### src/logic/replica_consts.svh
`ifndef REPLICA_CONSTS_SVH
`define REPLICA_CONSTS_SVH

// tour geometry.
`define CITY_DIV_LOG 3
`define CITY_COUNT   (1 << `CITY_DIV_LOG)

// coordinate grid.
`define COORD_BITS   8

// tour length width.
`define TOTAL_BITS   16

`endif
### src/logic/replica_pkg.sv
`default_nettype none

`include "replica_consts.svh"

package replica_pkg;

    ////////////////////////////////////////////////////////////////////////////
    // vector types
    ////////////////////////////////////////////////////////////////////////////

    typedef logic [`CITY_DIV_LOG-1:0] city_t;         // index into the city table.
    typedef logic [`CITY_DIV_LOG-1:0] replica_data_t; // one ordering entry.
    typedef logic [`COORD_BITS-1:0]   coord_t;        // x or y.
    typedef logic [`TOTAL_BITS-1:0]   total_data_t;   // closed tour length.

    ////////////////////////////////////////////////////////////////////////////
    // sequencer states
    ////////////////////////////////////////////////////////////////////////////

    typedef enum logic [1:0] {
        S_LOAD   = 2'd0,  // accepting cities.
        S_UPDATE = 2'd1,  // distance final.
        S_DECIDE = 2'd2,  // keeper compares.
        S_REPLAY = 2'd3   // ordering streamed out.
    } tour_state_t;

endpackage

`default_nettype wire

### src/logic/best_tour_tracker.sv
`timescale 1ns/1ps
`default_nettype none

module best_tour_tracker
    import replica_pkg::*;
(
    input  logic          clk,
    input  logic          reset,
    input  logic          coord_wr,
    input  city_t         coord_addr,
    input  coord_t        coord_x,
    input  coord_t        coord_y,
    input  logic          tour_valid,
    output logic          tour_ready,
    input  city_t         tour_city,
    output total_data_t   tour_distance,
    output logic          tour_distance_valid,
    output total_data_t   best_distance,
    input  logic          read_restart,
    input  logic          min_ord_read,
    output logic          ordering_min_valid,
    output replica_data_t ordering_min_data
);

    logic          count_en;
    logic          count_clear;
    logic          load_accept;
    logic          update_strobe;
    logic          replay_valid;
    logic          last_city;
    city_t         city_idx;
    replica_data_t replay_data;

    ////////////////////////////////////////////////////////////////////////////
    // control
    ////////////////////////////////////////////////////////////////////////////

    city_counter u_city_counter (
        .clk         (clk),
        .reset       (reset),
        .count_en    (count_en),
        .count_clear (count_clear),
        .city_idx    (city_idx),
        .last_city   (last_city)
    );

    tour_sequencer u_tour_sequencer (
        .clk                 (clk),
        .reset               (reset),
        .tour_valid          (tour_valid),
        .tour_ready          (tour_ready),
        .last_city           (last_city),
        .count_en            (count_en),
        .count_clear         (count_clear),
        .load_accept         (load_accept),
        .update_strobe       (update_strobe),
        .replay_valid        (replay_valid),
        .tour_distance_valid (tour_distance_valid)
    );

    ////////////////////////////////////////////////////////////////////////////
    // datapath
    ////////////////////////////////////////////////////////////////////////////

    tour_length_accum u_tour_length_accum (
        .clk           (clk),
        .reset         (reset),
        .coord_wr      (coord_wr),
        .coord_addr    (coord_addr),
        .coord_x       (coord_x),
        .coord_y       (coord_y),
        .load_accept   (load_accept),
        .tour_city     (tour_city),
        .city_idx      (city_idx),
        .last_city     (last_city),
        .tour_distance (tour_distance)
    );

    tour_buffer u_tour_buffer (
        .clk         (clk),
        .load_accept (load_accept),
        .tour_city   (tour_city),
        .city_idx    (city_idx),
        .replay_data (replay_data)
    );

    best_tour_keeper u_best_tour_keeper (
        .clk                     (clk),
        .reset                   (reset),
        .update_minimum_distance (update_strobe),
        .minimum_distance        (tour_distance),
        .replay_valid            (replay_valid),
        .replay_data             (replay_data),
        .read_restart            (read_restart),
        .min_ord_read            (min_ord_read),
        .ordering_min_valid      (ordering_min_valid),
        .ordering_min_data       (ordering_min_data),
        .best_distance           (best_distance)
    );

endmodule

`default_nettype wire

### src/logic/best_tour_keeper.sv
`timescale 1ns/1ps
`default_nettype none

`include "replica_consts.svh"

module best_tour_keeper
    import replica_pkg::*;
(
    input  logic          clk,
    input  logic          reset,
    input  logic          update_minimum_distance,
    input  total_data_t   minimum_distance,
    input  logic          replay_valid,
    input  replica_data_t replay_data,
    input  logic          read_restart,
    input  logic          min_ord_read,
    output logic          ordering_min_valid,
    output replica_data_t ordering_min_data,
    output total_data_t   best_distance
);

    logic          run_update;
    logic          update_d;
    logic          write_valid;
    city_t         wcount;
    city_t         rcount;
    total_data_t   in_distance;
    total_data_t   min_distance;
    replica_data_t ram [0:`CITY_COUNT-1];

    ////////////////////////////////////////////////////////////////////////////
    // distance compare
    ////////////////////////////////////////////////////////////////////////////

    always_ff @(posedge clk) begin
        if (reset) begin
            update_d     <= 1'b0;
            run_update   <= 1'b0;
            wcount       <= '0;
            min_distance <= '1; // anything beats this.
        end else begin
            update_d <= update_minimum_distance;
            if (update_minimum_distance) begin
                run_update <= 1'b1;
                wcount     <= '0;
            end else if (update_d) begin
                if (in_distance < min_distance) begin
                    min_distance <= in_distance;
                end else begin
                    run_update <= 1'b0; // ties keep the old ordering.
                end
            end else if (write_valid) begin
                wcount <= wcount + city_t'(1);
            end
        end
    end

    always_ff @(posedge clk) begin
        if (update_minimum_distance) begin
            in_distance <= minimum_distance;
        end
    end

    assign write_valid   = replay_valid && run_update;
    assign best_distance = min_distance;

    ////////////////////////////////////////////////////////////////////////////
    // ordering store and readout
    ////////////////////////////////////////////////////////////////////////////

    always_ff @(posedge clk) begin
        if (reset) begin
            rcount             <= '0;
            ordering_min_valid <= 1'b0;
        end else begin
            ordering_min_valid <= min_ord_read;
            if (read_restart) begin
                rcount <= '0;
            end else if (min_ord_read) begin
                rcount <= rcount + city_t'(1);
            end
        end
    end

    always_ff @(posedge clk) begin
        if (write_valid) begin
            ram[wcount] <= replay_data;
        end
        ordering_min_data <= ram[rcount];
    end

endmodule

`default_nettype wire

### src/logic/tour_buffer.sv
`timescale 1ns/1ps
`default_nettype none

`include "replica_consts.svh"

module tour_buffer
    import replica_pkg::*;
(
    input  logic          clk,
    input  logic          load_accept,
    input  city_t         tour_city,
    input  city_t         city_idx,
    output replica_data_t replay_data
);

    replica_data_t tour_mem [0:`CITY_COUNT-1];

    // entry n holds the n-th city of the tour.
    always_ff @(posedge clk) begin
        if (load_accept) begin
            tour_mem[city_idx] <= replica_data_t'(tour_city);
        end
    end

    // replay walks the same index, so order is kept.
    assign replay_data = tour_mem[city_idx];

endmodule

`default_nettype wire

### src/logic/tour_length_accum.sv
`timescale 1ns/1ps
`default_nettype none

`include "replica_consts.svh"

module tour_length_accum
    import replica_pkg::*;
(
    input  logic        clk,
    input  logic        reset,
    input  logic        coord_wr,
    input  city_t       coord_addr,
    input  coord_t      coord_x,
    input  coord_t      coord_y,
    input  logic        load_accept,
    input  city_t       tour_city,
    input  city_t       city_idx,
    input  logic        last_city,
    output total_data_t tour_distance
);

    coord_t      x_table [0:`CITY_COUNT-1];
    coord_t      y_table [0:`CITY_COUNT-1];
    city_t       first_city;
    city_t       prev_city;
    total_data_t step_len;
    total_data_t close_len;
    total_data_t sum_q;

    ////////////////////////////////////////////////////////////////////////////
    // coordinate table
    ////////////////////////////////////////////////////////////////////////////

    always_ff @(posedge clk) begin
        if (coord_wr) begin
            x_table[coord_addr] <= coord_x;
            y_table[coord_addr] <= coord_y;
        end
    end

    // manhattan distance between two cities.
    function automatic total_data_t leg_length(input city_t a, input city_t b);
        coord_t dx;
        coord_t dy;
        dx = (x_table[a] > x_table[b]) ? x_table[a] - x_table[b] : x_table[b] - x_table[a];
        dy = (y_table[a] > y_table[b]) ? y_table[a] - y_table[b] : y_table[b] - y_table[a];
        leg_length = total_data_t'(dx) + total_data_t'(dy);
    endfunction

    ////////////////////////////////////////////////////////////////////////////
    // leg adder
    ////////////////////////////////////////////////////////////////////////////

    always_comb begin
        step_len  = leg_length(tour_city, prev_city);
        close_len = last_city ? leg_length(tour_city, first_city) : '0; // back to start.
    end

    always_ff @(posedge clk) begin
        if (reset) begin
            sum_q <= '0;
        end else if (load_accept) begin
            if (city_idx == '0) begin
                sum_q <= '0; // first city has no leg.
            end else begin
                sum_q <= sum_q + step_len + close_len;
            end
        end
    end

    always_ff @(posedge clk) begin
        if (load_accept) begin
            if (city_idx == '0) begin
                first_city <= tour_city;
            end
            prev_city <= tour_city;
        end
    end

    assign tour_distance = sum_q;

endmodule

`default_nettype wire

### src/logic/tour_sequencer.sv
`timescale 1ns/1ps
`default_nettype none

module tour_sequencer
    import replica_pkg::*;
(
    input  logic clk,
    input  logic reset,
    input  logic tour_valid,
    output logic tour_ready,
    input  logic last_city,
    output logic count_en,
    output logic count_clear,
    output logic load_accept,
    output logic update_strobe,
    output logic replay_valid,
    output logic tour_distance_valid
);

    tour_state_t state;
    tour_state_t state_next;

    ////////////////////////////////////////////////////////////////////////////
    // state register
    ////////////////////////////////////////////////////////////////////////////

    always_ff @(posedge clk) begin
        if (reset) begin
            state <= S_LOAD;
        end else begin
            state <= state_next;
        end
    end

    always_comb begin
        state_next = state;
        case (state)
            S_LOAD: begin
                if (load_accept && last_city) begin
                    state_next = S_UPDATE;
                end
            end
            S_UPDATE: state_next = S_DECIDE;
            S_DECIDE: state_next = S_REPLAY;
            S_REPLAY: begin
                if (last_city) begin
                    state_next = S_LOAD;
                end
            end
            default: state_next = S_LOAD;
        endcase
    end

    ////////////////////////////////////////////////////////////////////////////
    // outputs
    ////////////////////////////////////////////////////////////////////////////

    assign tour_ready  = (state == S_LOAD);
    assign load_accept = tour_valid && tour_ready;

    assign update_strobe       = (state == S_UPDATE);
    assign tour_distance_valid = (state == S_UPDATE); // one cycle only.
    assign replay_valid        = (state == S_REPLAY);

    // step on every accepted city and every replay beat.
    assign count_en = load_accept || replay_valid;

    // rewind the counter whenever the phase changes.
    assign count_clear = (state_next != state);

endmodule

`default_nettype wire

### src/logic/city_counter.sv
`timescale 1ns/1ps
`default_nettype none

`include "replica_consts.svh"

module city_counter
    import replica_pkg::*;
(
    input  logic  clk,
    input  logic  reset,
    input  logic  count_en,
    input  logic  count_clear,
    output city_t city_idx,
    output logic  last_city
);

    localparam city_t LAST_IDX = city_t'(`CITY_COUNT - 1);

    city_t idx_q;

    // clear wins over a step.
    always_ff @(posedge clk) begin
        if (reset) begin
            idx_q <= '0;
        end else if (count_clear) begin
            idx_q <= '0;
        end else if (count_en) begin
            idx_q <= idx_q + city_t'(1); // wraps after the last city.
        end
    end

    assign city_idx  = idx_q;
    assign last_city = (idx_q == LAST_IDX);

endmodule

`default_nettype wire

### config.mk
export PLATFORM = sky130hd
export DESIGN_NAME = best_tour_tracker
export DESIGN_NICKNAME = d
export VERILOG_FILES = /design/src/logic/replica_pkg.sv /design/src/logic/best_tour_tracker.sv /design/src/logic/best_tour_keeper.sv /design/src/logic/tour_buffer.sv /design/src/logic/tour_length_accum.sv /design/src/logic/tour_sequencer.sv /design/src/logic/city_counter.sv
export VERILOG_INCLUDE_DIRS = /design/src /design/src/logic
export SDC_FILE = /design/constraint.sdc
export NUM_CORES = 1
export LEC_CHECK = 0
export ABC_AREA = 1
export BUFFER_PORTS_ARGS = -buffer_cell sky130_fd_sc_hd__buf_2
export CAP_MARGIN = 25
export CORE_MARGIN = 10
export CORE_UTILIZATION = 40
export CTS_CLUSTER_SIZE = 30
export DETAILED_ROUTE_END_ITERATION = 8
export RECOVER_POWER = 50
export SLEW_MARGIN = 20
export SYNTH_ARGS = -nofsm -noshare
export SYNTH_HDL_FRONTEND = slang
export SYNTH_SLANG_ARGS = --single-unit
### constraint.sdc
create_clock -name clk -period 5.7 [get_ports clk]
set_input_delay 1.14 -clock clk [delete_from_list [all_inputs] [get_ports clk]]
set_output_delay 1.14 -clock clk [all_outputs]
set_load 0.02 [all_outputs]
Word-level counts from Yosys, hierarchy flattened
Memory sizes are Yosys's and may differ from the RTL's. A register that Yosys moved wholly into a read port is not among the register bits.
Cells that the tools add are included.
{"block": "word_totals", "ff_bits": 68, "ram_bits": 176, "in_bits": 28, "mem_count": 4}
{"block": "classes", "addsub": 15, "n_lt_le_gt_ge": 5, "n_eq_ne": 6, "mux": 24, "bitwise": 2, "n_reduce_logical": 14}
{"memory": "u_tour_length_accum.x_table", "words": 8, "word_bits": 8, "rd": 3, "rd_clocked_by_memory_dff": 2, "write_ports": 1, "line_no": "tour_length_accum.sv:22", "rtl": "coord_t x_table [0:`CITY_COUNT-1];"}
{"memory": "u_tour_length_accum.y_table", "words": 8, "word_bits": 8, "rd": 3, "rd_clocked_by_memory_dff": 2, "write_ports": 1, "line_no": "tour_length_accum.sv:23", "rtl": "coord_t y_table [0:`CITY_COUNT-1];"}
{"memory": "u_best_tour_keeper.ram", "words": 8, "word_bits": 3, "rd": 1, "rd_clocked_by_memory_dff": 1, "write_ports": 1, "line_no": "best_tour_keeper.sv:29", "rtl": "replica_data_t ram [0:`CITY_COUNT-1];"}
{"memory": "u_tour_buffer.tour_mem", "words": 8, "word_bits": 3, "rd": 1, "rd_clocked_by_memory_dff": 1, "write_ports": 1, "line_no": "tour_buffer.sv:16", "rtl": "replica_data_t tour_mem [0:`CITY_COUNT-1];"}
{"cell": "$sub 8x8->8", "count": 8}
{"cell": "$add 16x16->16", "count": 2}
{"cell": "$gt 8x8->1", "count": 4}
{"cell": "$mux 16", "count": 2}
{"cell": "$mux 8", "count": 4}
{"cell": "$add 8x8->9", "count": 2}
{"cell": "$mux 3", "count": 6}
{"cell": "$lt 16x16->1", "count": 1}
{"cell": "$add 3x1->3 const B", "count": 3}
{"cell": "$mux 1", "count": 9}
{"cell": "$pmux 2 s4", "count": 1}
{"cell": "$reduce_and 2->1", "count": 3}
{"cell": "$reduce_or 2->1", "count": 3}
{"cell": "$eq 2x2->1 const B", "count": 2}
{"cell": "$mux 2", "count": 2}
{"cell": "$eq 3x3->1 const B", "count": 1}
{"cell": "$logic_and 1x1->1", "count": 3}
{"cell": "$logic_not 3->1", "count": 1}
{"cell": "$reduce_and 3->1", "count": 1}
{"cell": "$eq 2x1->1 const B", "count": 1}
{"cell": "$logic_not 2->1", "count": 1}
{"cell": "$ne 2x1->1 const B", "count": 1}
{"cell": "$ne 2x2->1", "count": 1}
{"cell": "$not 1->1", "count": 2}
{"cell": "other kinds (2)", "count": 2}

Depth between registers and ports, before layout
Gate-level depths: netlist of the first run.
{"block": "logic_depth", "ltp_word": 8, "depth_mapped": 42}

Modules after synthesis
From an unflattened synthesis of the first run, not the netlist that was laid out.
{"block": "unflattened", "hier_cells": 2169, "hier_area_um2": 17347.9}
{"module": "tour_length_accum", "instances": 1, "cells_each": 1731, "area_per_inst_um2": 12992.5, "seq_area_each_um2": 4464.3}
{"module": "best_tour_keeper", "instances": 1, "cells_each": 284, "area_per_inst_um2": 3007.9, "seq_area_each_um2": 1761.7}
{"module": "tour_buffer", "instances": 1, "cells_each": 112, "area_per_inst_um2": 1071.0, "seq_area_each_um2": 720.7}
{"module": "city_counter", "instances": 1, "cells_each": 23, "area_per_inst_um2": 155.1, "seq_area_each_um2": 60.1}
{"module": "tour_sequencer", "instances": 1, "cells_each": 19, "area_per_inst_um2": 121.4, "seq_area_each_um2": 40.0}

Least setup slack after synthesis of the first run
OpenSTA, ideal clock, no wires.
{"block": "synth_timing", "path_kind": "input -> register", "from": "input port tour_city[1]", "to": "register u_tour_length_accum.sum_q[9], in the netlist u_tour_length_accum.tour_distance[9]", "arrival_ns": 5.971, "t_required_ns": 5.568, "slack_ns": -0.404, "stages": 34, "path_buffers": 2, "cell_sequence": "buf_2 clkbuf_1 a21oi_1 o21ai_0 o21ai_0 nand2_1 o21ai_1 inv_1 ha_1 inv_1 fa_1 nand2_1 nand2_1 a21oi_1 nand2_1 nand2_4 nand2_1 o21ai_2 inv_1 fa_1 o21ai_0 nand2_1 a21oi_1 nor2_1 xor2_1 fa_1 inv_1 ha_1 a21oi_1 o21a_1 nand2_1 or2_2 nand3_1 a21oi_1"}
{"block": "synth_via", "elab_chain_cells": 7, "elab_cells_between_ends": 24}
{"element": "start, declared", "line_no": "best_tour_tracker.sv:15", "rtl": "input city_t tour_city,"}
{"element": "$mem_v2 8x8 (on tied branches)"}
{"element": "$sub 8x8->8, or another cell as far along", "line_no": "tour_length_accum.sv:45", "rtl": "dx = (x_table[a] > x_table[b]) ? x_table[a] - x_table[b] : x_table[b] - x_table[a];"}
{"element": "$mux 8 (on tied branches)", "line_no": "tour_length_accum.sv:45, tour_length_accum.sv:46"}
{"element": "$add 8x8->9", "line_no": "tour_length_accum.sv:47", "rtl": "leg_length = total_data_t'(dx) + total_data_t'(dy);"}
{"element": "$add 16x16->16 / $mux 16 (equally long branches)", "line_no": "tour_length_accum.sv:66, tour_length_accum.sv:56"}
{"element": "$add 16x16->16 (*)", "line_no": "tour_length_accum.sv:66", "rtl": "sum_q <= sum_q + step_len + close_len;"}
{"element": "$mux 16 (*)", "line_no": "tour_length_accum.sv:63", "rtl": "if (city_idx == '0) begin"}
{"element": "end signal, assigned", "line_no": "tour_length_accum.sv:66"}
{"element": "end, declared", "line_no": "tour_length_accum.sv:28", "rtl": "total_data_t sum_q;"}
Mark *: on every way between the ends. The rest lies on a longest branch, timed or not.
A chain may end at the register's enable or synchronous reset.

Final worst setup path of the first run
{"block": "layout_timing", "from": "input port tour_city[0]", "to": "register u_tour_length_accum.sum_q[10], in the netlist u_tour_length_accum.tour_distance[10]"}
Same word-level chain as after synthesis.

==> results of run 1 <==
-- area by class of cell --
type,count,area [sq um],area share
inverter,290,1110,0.0512
multi-input combinational,1456,8930,0.412
timing repair buffer,341,2800,0.129
sequential,256,7120,0.329
tap,539,674,0.0311
clock buffer,33,751,0.0347
clock inverter,19,282,0.0130
-- cells by family (layout without fill, tap and decap cells) --
family,Yosys count,after routing,synth area share
buf+inv,385,683,0.0937
compound gates,644,644,0.200
fa+ha+maj,125,125,0.102
simple gates,641,642,0.158
flops,256,256,0.423
xor+xnor,45,45,0.0234
-- power breakdown --
part / total [mW] / internal, mW / switching (mW)
Clock: 2.00 / 1.26 / 0.746
Sequential: 2.28 / 2.17 / 0.116
Combinational: 9.03 / 4.24 / 4.78
-- critical path: cells and delay by family --
kind                     cells  cell delay (ns)
AND/OR/NAND/NOR             16             1.51
adder cells (fa/ha/maj)      4             1.32
AO/OA/AOI/OAI                8             1.09
buffers and inverters        9             0.89
-- through the flow --
stage,TNS [ns],utilization,cells
2_1_floorplan,0,-,2096
3_3_place_gp,-6.89,0.468,2856
3_5_place_dp,-7.51,0.468,2856
4_1_cts,0,0.493,2909
5_1_grt,-0.715,0.519,2934
6_report,0,0.519,2934
-- what timing repair did --
| action | CTS | global route |
|---|---|---|
| pin swaps | 2 | 53 |
| endpoints found under the setup margin | 7 | 13 |
| endpoints found under the hold margin | 0 | 0 |
| gates resized for setup | 6 | 196 |
| cloned | 1 | 10 |
| buffers inserted | 0 | 15 |
-- path summary, 6_finish.rpt --
kind / start / cells after the start / slack (ns) / end
setup / recovery: tour_city[0] / 37 / 0.16 / u_tour_length_accum.tour_distance[10]
hold / removal: u_tour_length_accum.first_city[2] / 2 / 0.47 / register
setup reg to reg: register / 38 / 0.29 / u_tour_length_accum.tour_distance[10]
hold reg to reg: u_tour_length_accum.first_city[2] / 2 / 0.47 / register
-- layout by cell type (no fill, tap or decap), types with 49 or more instances in the layout --
cell type / n
buf_4: 238
nand2_1: 301
a21oi_1: 176
ha_1: 70
dfxtp_1: 54
nor2_1: 198
edfxtp_1: 198
nand3_1: 49
inv_1: 259
o21ai_1: 52
o21ai_0: 314
-- flip-flops by register name, indices dropped and copies added (netlist names), 2 cells and up, named ones only --
name	count
u_tour_length_accum.x_table	64
u_tour_length_accum.y_table	64
u_best_tour_keeper.ram	24
u_tour_buffer.tour_mem	24
u_best_tour_keeper.best_distance	16
u_best_tour_keeper.in_distance	16
u_tour_length_accum.tour_distance	16
u_best_tour_keeper.ordering_min_data	3
u_best_tour_keeper.rcount	3
u_best_tour_keeper.wcount	3
u_city_counter.city_idx	3
u_tour_length_accum.first_city	3
u_tour_length_accum.prev_city	3
u_tour_sequencer.state	2
-- per-layer routing --
layer,wire [um],global-route usage
met1,22100,0.237
met2,23700,0.311
met3,2930,0.0298
met4,1890,0.0597
met5,0,0
==> flow_summary.json, run 1 <==
{
  "max_slew_margin": 0.0746,
  "cts.hold.buffers_added": 0,
  "hpwl_um": 35800,
  "yosysTopAreaCell": "edfxtp_1",
  "die_w_um": 225,
  "cp_slowest_stage_delay_ns": 0.55,
  "place_area_sq_um": 19500,
  "diodes": 0,
  "start_kind": "input port",
  "grt_max_degree": 55,
  "tritoncts": "done",
  "grt_usage": 0.184,
  "skew_ns": 0.0168,
  "ant_nets": 0,
  "clockBufferDepth": 3,
  "ioPinCount": 66,
  "grt_pass1_vias": 14600,
  "grt_pass1_wl_um": 76000,
  "clk_pin_slew_ns": 0.06,
  "ys_warn_count": 0,
  "synth_edf_count": 198,
  "die_h_um": 225,
  "gp_congestion": 0.919,
  "whs_ns": 0.465,
  "hold_violations": 0,
  "syn_nets": 2249,
  "power_mw": 13.3,
  "yosysMostFrequentCell": "o21ai_0",
  "dieArea_sq_um": 50600,
  "cp_common_cell": "nand2_2",
  "yosys.area.top_type_share": 0.354,
  "fmax_mhz": 180,
  "worst_skew_pair.late_latency_ns": 0.56,
  "dp_slack_ns": -0.686,
  "finalSetupViolCount": 0,
  "synth_top_flop_cell": "edfxtp_1",
  "wire_per_inst_um": 17.2,
  "vias": 15400,
  "critPathMaxFanout": 7,
  "nFillCells": 3906,
  "yosysUniqueCellTypes": 42,
  "synthTopCellsByCount": "o21ai_0 (349), nand2_1 (321), inv_1 (279)",
  "cts_root_buf": "clkbuf_16",
  "final_nets": 2526,
  "htreeDepth": 1,
  "portBuffers": 65,
  "cp_data_arrival_time_ns": 5.98,
  "grt_remaining_overflow": 0,
  "ys_seq_area_frac": 0.423,
  "remaining_drc_errors": 0,
  "async_reset_ff_frac": 0,
  "drv_slew": 0,
  "fp.coreArea_sq_um": 41800,
  "fin_ws_ns": 0.157,
  "p_per_area_nw_per_um2": 615,
  "tightest_slew_ns": 1.39,
  "slowest_stage": "fa_1",
  "ys_ff_latch": 256,
  "dr.pass1.iters": 6,
  "total_leakage_power_nw": 9.35,
  "drv_cap": 0,
  "worst_hold_path_type": "register to register",
  "worstSetupPathType": "input port to register",
  "end_kind": "register",
  "finalCritPeriodShare": 0.973,
  "period_needed_ns": 5.54,
  "synth_area_sq_um": 16800,
  "layout-drive-gt1-share": 0.230,
  "start_util": 0.403,
  "drtIter0Drc": 1265,
  "ys_top_cells_by_area": "edfxtp_1 (35%), o21ai_0 (10%), ha_1 (7.8%)",
  "syn_to_final_growth_pct": 28.8,
  "postSynthAreaPerCell_sq_um": 8.02,
  "viasPerCell": 5.26,
  "fp-row-count": 75,
  "cp.required_ns": 6.14,
  "clock_sinks": 256,
  "ir_worst_vdd_mv": 0.430,
  "cts_made_buffers": 28,
  "routed_wl_um": 50600,
  "status": "complete, no violations",
  "antenna_found_initial": 0,
  "synth_cells": 2096,
  "stdcell_area_sq_um": 21700
}
No activity file was read; power rests on OpenSTA's default activity.
==> run 2: changes to the inputs <==
--- a/config.mk
+++ b/config.mk
@@ -6,7 +6,7 @@
 export SDC_FILE = /design/constraint.sdc
 export NUM_CORES = 1
 export LEC_CHECK = 0
-export ABC_AREA = 1
+export ABC_AREA = 0
 export BUFFER_PORTS_ARGS = -buffer_cell sky130_fd_sc_hd__buf_2
 export CAP_MARGIN = 25
 export CORE_MARGIN = 10
==> run 2 against run 1 <==
Net effect: the run now ends with negative setup slack left; global-route usage is 2.9 points lower; final area is 7.9% lower; hold slack better by 0.0024 ns; final cell count is 31% lower; register-to-register slack worse by 0.72 ns; flip-flop and latch count stayed put; non-clock buffer count stayed put; critical endpoint is now u_tour_length_accum.tour_distance[13].
==> flow_summary.json, run 2 <==
{
  "cp_slowest_stage_delay_ns": 0.58,
  "start_kind": "input port",
  "syn_nets": 1322,
  "whs_ns": 0.468,
  "skew_ns": 0.0191,
  "p_int_mw": 5.93,
  "whs_path_depth": 2,
  "drv_slew": 0,
  "cp_data_arrival_time_ns": 7.00,
  "max_slew_margin": 0.459,
  "yosysMostFrequentCell": "edfxtp_1",
  "biggestRegsByFlops": "u_tour_length_accum.x_table x64, u_tour_length_accum.y_table x64",
  "rsz0062_at_grt": "true",
  "gp_congestion": 0.853,
  "yosysUniqueCellTypes": 58,
  "fmax_mhz": 154,
  "portBuffers": 65,
  "die_w_um": 217,
  "wire_per_inst_um": 18.4,
  "status": "finished with violations",
  "hp-start": "u_tour_length_accum.prev_city[1]",
  "end_kind": "register",
  "ys_seq_area_frac": 0.459,
  "worst_hold_path_type": "register to register",
  "synthTopCellsByCount": "edfxtp_1 (198), inv_1 (124), mux4_2 (108)",
  "slowest_stage": "fa_1",
  "hpwl_um": 27800,
  "grt_pass1_vias": 11000,
  "clock_sinks": 256,
  "final_cell_mix": "buf_4 (249), edfxtp_1 (198), inv_1 (115), mux4_2 (108), ha_1 (93)",
  "cts_root_buf": "clkbuf_16",
  "finalCritPeriodShare": 1.14,
  "p_per_area_nw_per_um2": 466,
  "syn_to_final_growth_pct": 29.0,
  "ioPinCount": 66,
  "synth_cells": 1169,
  "r2r-end": "u_tour_length_accum.tour_distance[13]",
  "die_h_um": 217,
  "ys_top_cells_by_area": "edfxtp_1 (38%), mux4_2 (16%), ha_1 (8.5%)",
  "violations": "negative setup slack",
  "grt_remaining_overflow": 0,
  "async_reset_ff_frac": 0,
  "drv_cap": 0,
  "ys_warn_count": 0,
  "grt_max_degree": 45,
  "drtIter0Drc": 578,
  "final_common_cell": "buf_4",
  "total_leakage_power_nw": 8.16,
  "dr.pass1.iters": 5,
  "fin_ws_ns": -0.805,
  "fp-row-count": 71,
  "critPathMaxFanout": 7,
  "yosys.area.top_type_share": 0.384,
  "routed_wl_um": 37200,
  "tritoncts": "done",
  "cts.hold.buffers_added": 0,
  "final_nets": 1641,
  "dieArea_sq_um": 47000,
  "cts_made_buffers": 28,
  "clk_pin_slew_ns": 0.07,
  "hold_violations": 0,
  "grt_pass1_wl_um": 59000,
  "grt_usage": 0.155,
  "p_comb_frac": 0.576,
  "yosysTopAreaCell": "edfxtp_1",
  "layout-drive-gt1-share": 0.399,
  "cp_common_cell": "inv_2",
  "r2r_slack_ns": -0.43,
  "finalSetupViolCount": 13,
  "clockBufferDepth": 3,
  "period_needed_ns": 6.50,
  "ir_worst_vdd_mv": 0.460,
  "worstSetupPathType": "input port to register",
  "fp.coreArea_sq_um": 37900,
  "ant_nets": 0,
  "viasPerCell": 5.23,
  "power_switching_mw": 3.36,
  "sw_frac_of_total": 0.361,
  "r2r_cells": 28,
  "synth_top_flop_cell": "edfxtp_1",
  "clkPwrFrac": 0.190,
  "synth_area_sq_um": 15500,
  "cp.required_ns": 6.20,
  "postSynthAreaPerCell_sq_um": 13.2,
  "synth_edf_count": 198,
  "antenna_found_initial": 2,
  "diodes": 0,
  "start_util": 0.408,
  "vias": 10600,
  "ys_ff_latch": 256,
  "worst_skew_pair.late_latency_ns": 0.57,
  "seqPwrFrac": 0.234,
  "remaining_drc_errors": 0,
  "htreeDepth": 1,
  "tightest_slew_ns": 0.810,
  "fin_setup_tns_ns": -8.10
}
run 2: layout make-up:
cell class,count,area (sq um)
fillers,3228,18000
well taps,511,639
multi-input cells,737,8180
flip-flops and latches,256,7110
clock buffers,39,772
repair buffers,341,2650
inverters,124,465
clock inverters,12,144
run 2: through the flow:
stage                     total power [mW]  instances  cell area, sq um  worst slack [ns]   util
final                                 9.29       2020             20000            -0.805  0.526
after global routing                  9.92       2020             20000            -0.983  0.526
after CTS                             8.85       2014             19700            -0.668  0.520
after detailed placement              6.91       1948             18600             -1.55  0.489
after global placement                6.83       1947             18500             -1.44  0.489
after floorplan                       5.21       1169             15700             -1.01      -
run 2: kinds of logic (layout without fill, tap and decap cells):
logic type,Yosys count,count (layout),synth area share
simple gates,187,187,0.0586
xor+xnor,43,43,0.0243
buf+inv,176,516,0.0441
compound gates,188,188,0.0879
mux,194,194,0.215
fa+ha+maj,125,125,0.111
flops,256,256,0.459
run 2: worst max-delay path by stage:
stage,slack (ns),startpoint,to
2_1_floorplan,-1.01,tour_city[0],u_tour_length_accum.tour_distance[12]
3_3_place_gp,-1.44,tour_city[0],u_tour_length_accum.tour_distance[10]
3_5_place_dp,-1.55,tour_city[0],u_tour_length_accum.tour_distance[8]
4_1_cts,-0.67,tour_city[0],u_tour_length_accum.tour_distance[15]
5_1_grt,-0.98,tour_city[0],u_tour_length_accum.tour_distance[8]
6_report,-0.80,tour_city[0],u_tour_length_accum.tour_distance[13]
run 2: power groups by stage:
| stage | combinational, mW | clock [mW] | sequential, mW |
|---|---|---|---|
| floorplan | 3.00 | 0 | 2.21 |
| global placement | 4.62 | 0 | 2.21 |
| detailed placement | 4.70 | 0 | 2.21 |
| CTS | 4.86 | 1.82 | 2.17 |
| global route | 5.85 | 1.90 | 2.18 |
| finish | 5.35 | 1.77 | 2.17 |
run 2: repair_timing:
action                                  CTS  global route
pin swaps                                21            40
buffers inserted                         14             6
cloned                                    1             0
resized for setup                        26            47
endpoints found under the setup margin   14            14
run 2: layer usage:
metal	up-vias	GRT usage	part of all wire
met2	207	0.273	0.50
met5	-	0	0.00048
li1	5065	-	-
met3	52	0.0301	0.048
met4	4	0.0366	0.019
met1	5243	0.192	0.43
run 2: critical path: cells and delay by family:
kind | cells | cell delay, ns
adder cells (fa/ha/maj) | 5 | 1.60
AO/OA/AOI/OAI | 11 | 1.79
AND/OR/NAND/NOR | 4 | 0.74
XOR/XNOR | 1 | 0.15
multiplexers | 3 | 1.03
buffers and inverters | 6 | 0.54
==> run 3: changes to the inputs <==
==> constraint.sdc (replaced) <==
create_clock -name clk -period 6.1 [get_ports clk]
set_input_delay 1.22 -clock clk [delete_from_list [all_inputs] [get_ports clk]]
set_output_delay 1.22 -clock clk [all_outputs]
set_load 0.02 [all_outputs]
==> run 3 against run 2 <==
Net effect: the run still ends with negative setup slack left; final cell count decreased by 3.7%; sequential share of layout area increased by 1.0 points; combinational power decreased by 12%; die area unchanged; final area decreased by 2.8%; clock power decreased by 2%; setup slack improved by 0.42 ns; non-clock buffer count decreased by 76; largest power group unchanged.
==> flow_summary.json, run 3 (synthesized netlist as in run 2, its figures left out) <==
{
  "drtIter0Drc": 713,
  "p_comb_frac": 0.556,
  "tritoncts": "done",
  "cp.required_ns": 6.58,
  "clk_pin_slew_ns": 0.06,
  "ant_nets": 0,
  "hold_violations": 0,
  "power_switching_mw": 2.99,
  "slowest_stage": "fa_1",
  "status": "finished with violations",
  "clock_sinks": 256,
  "ir_worst_vdd_mv": 0.331,
  "grt_max_degree": 45,
  "cts_root_buf": "clkbuf_16",
  "clkPwrFrac": 0.204,
  "viasPerCell": 5.27,
  "finalSetupViolCount": 11,
  "die_w_um": 217,
  "dieArea_sq_um": 47000,
  "final_cell_mix": "edfxtp_1 (198), buf_4 (173), inv_1 (115), mux4_2 (108), ha_1 (95)",
  "antenna_found_initial": 0,
  "htreeDepth": 1,
  "clockBufferDepth": 3,
  "wire_per_inst_um": 18.7,
  "vias": 10200,
  "grt_usage": 0.153,
  "final_common_cell": "edfxtp_1",
  "dr.pass1.iters": 4,
  "fmax_mhz": 154,
  "remaining_drc_errors": 0,
  "worstSetupPathType": "input port to register",
  "hpwl_um": 26800,
  "fp.coreArea_sq_um": 37900,
  "p_int_mw": 5.48,
  "fp-row-count": 71,
  "worst_hold_path_type": "register to register",
  "skew_ns": 0.0189,
  "period_needed_ns": 6.49,
  "start_util": 0.408,
  "grt_pass1_vias": 10700,
  "seqPwrFrac": 0.239,
  "rsz0062_at_grt": "true",
  "grt_pass1_wl_um": 58200,
  "power_mw": 8.47,
  "finalCritPeriodShare": 1.06,
  "final_nets": 1565,
  "tightest_slew_ns": 1.08,
  "biggestRegsByFlops": "u_tour_length_accum.x_table x64, u_tour_length_accum.y_table x64",
  "syn_to_final_growth_pct": 25.3,
  "critPathMaxFanout": 7,
  "p_per_area_nw_per_um2": 437,
  "portBuffers": 65,
  "grt_remaining_overflow": 0,
  "total_leakage_power_nw": 7.81,
  "worst_skew_pair.late_latency_ns": 0.55,
  "cp_slowest_stage_delay_ns": 0.58,
  "gp_congestion": 0.871,
  "drv_cap": 0,
  "cp_data_arrival_time_ns": 6.97,
  "sw_frac_of_total": 0.353,
  "end_kind": "register",
  "violations": "negative setup slack",
  "drv_slew": 0,
  "fin_ws_ns": -0.387,
  "diodes": 0,
  "ioPinCount": 66,
  "die_h_um": 217,
  "start_kind": "input port",
  "layout-drive-gt1-share": 0.363,
  "whs_ns": 0.469,
  "routed_wl_um": 36400,
  "cts_made_buffers": 28,
  "max_slew_margin": 0.277
}
run 3: worst paths after layout:
check | depth (start not counted) | slack [ns] | to | start
worst max-delay path | 30 | -0.39 | u_tour_length_accum.tour_distance[15] | tour_city[0]
worst min-delay path | 2 | 0.47 | register | u_tour_length_accum.first_city[2]
worst max register to register | 31 | 0.08 | u_tour_length_accum.tour_distance[15] | register
worst min register to register | 2 | 0.47 | register | u_tour_length_accum.first_city[2]
run 3: metrics by stage:
stage	area, sq um	setup slack, ns	util	instances	setup TNS (ns)
global route	19400	-0.606	0.511	1945	-5.71
floorplan	15700	-0.686	-	1169	-6.30
CTS	19200	-0.343	0.507	1937	-2.69
finish	19400	-0.387	0.511	1945	-3.15
global placement	18000	-1.03	0.473	1872	-11.30
detailed placement	18000	-1.09	0.474	1873	-11.93
run 3: area by class of cell:
type | instances | area, sq um
Sequential cell | 256 | 7110
Tap cell | 511 | 639
Clock buffer | 42 | 825
Multi-Input combinational cell | 737 | 8170
Timing Repair Buffer | 265 | 2060
Fill cell | 3268 | 18500
Clock inverter | 10 | 133
Inverter | 124 | 465
run 3: worst max-delay path, delay by kind of cell:
kind	cells	cell delay (ns)
multiplexers	3	1.03
XOR/XNOR	1	0.21
adder cells (fa/ha/maj)	5	1.66
AO/OA/AOI/OAI	11	1.66
AND/OR/NAND/NOR	4	0.67
buffers and inverters	6	0.51
run 3: routing by layer:
metal,wire length (um),share of wire,vias to the layer above,track usage
li1,-,-,4921,-
met1,16700,0.46,5108,0.203
met4,612,0.017,0,0.0312
met3,1410,0.039,47,0.0234
met5,0,0,-,0
met2,17800,0.49,171,0.262
run 3: timing repair:
action / CTS / global route
resized for setup: 34 / 40
gates cloned: 1 / 0
setup buffers: 11 / 8
endpoints found under the hold margin: 0 / 0
hold buffers: 0 / 0
pin swaps: 22 / 35
setup endpoints to repair: 11 / 12
run 3: power by group through the flow:
stage | logic (mW) | clock network (mW) | registers, mW
after floorplan | 2.80 | 0 | 2.06
after global placement | 4.16 | 0 | 2.06
after detailed placement | 4.20 | 0 | 2.07
after CTS | 4.42 | 1.77 | 2.03
after global routing | 5.18 | 1.84 | 2.04
final | 4.71 | 1.73 | 2.03
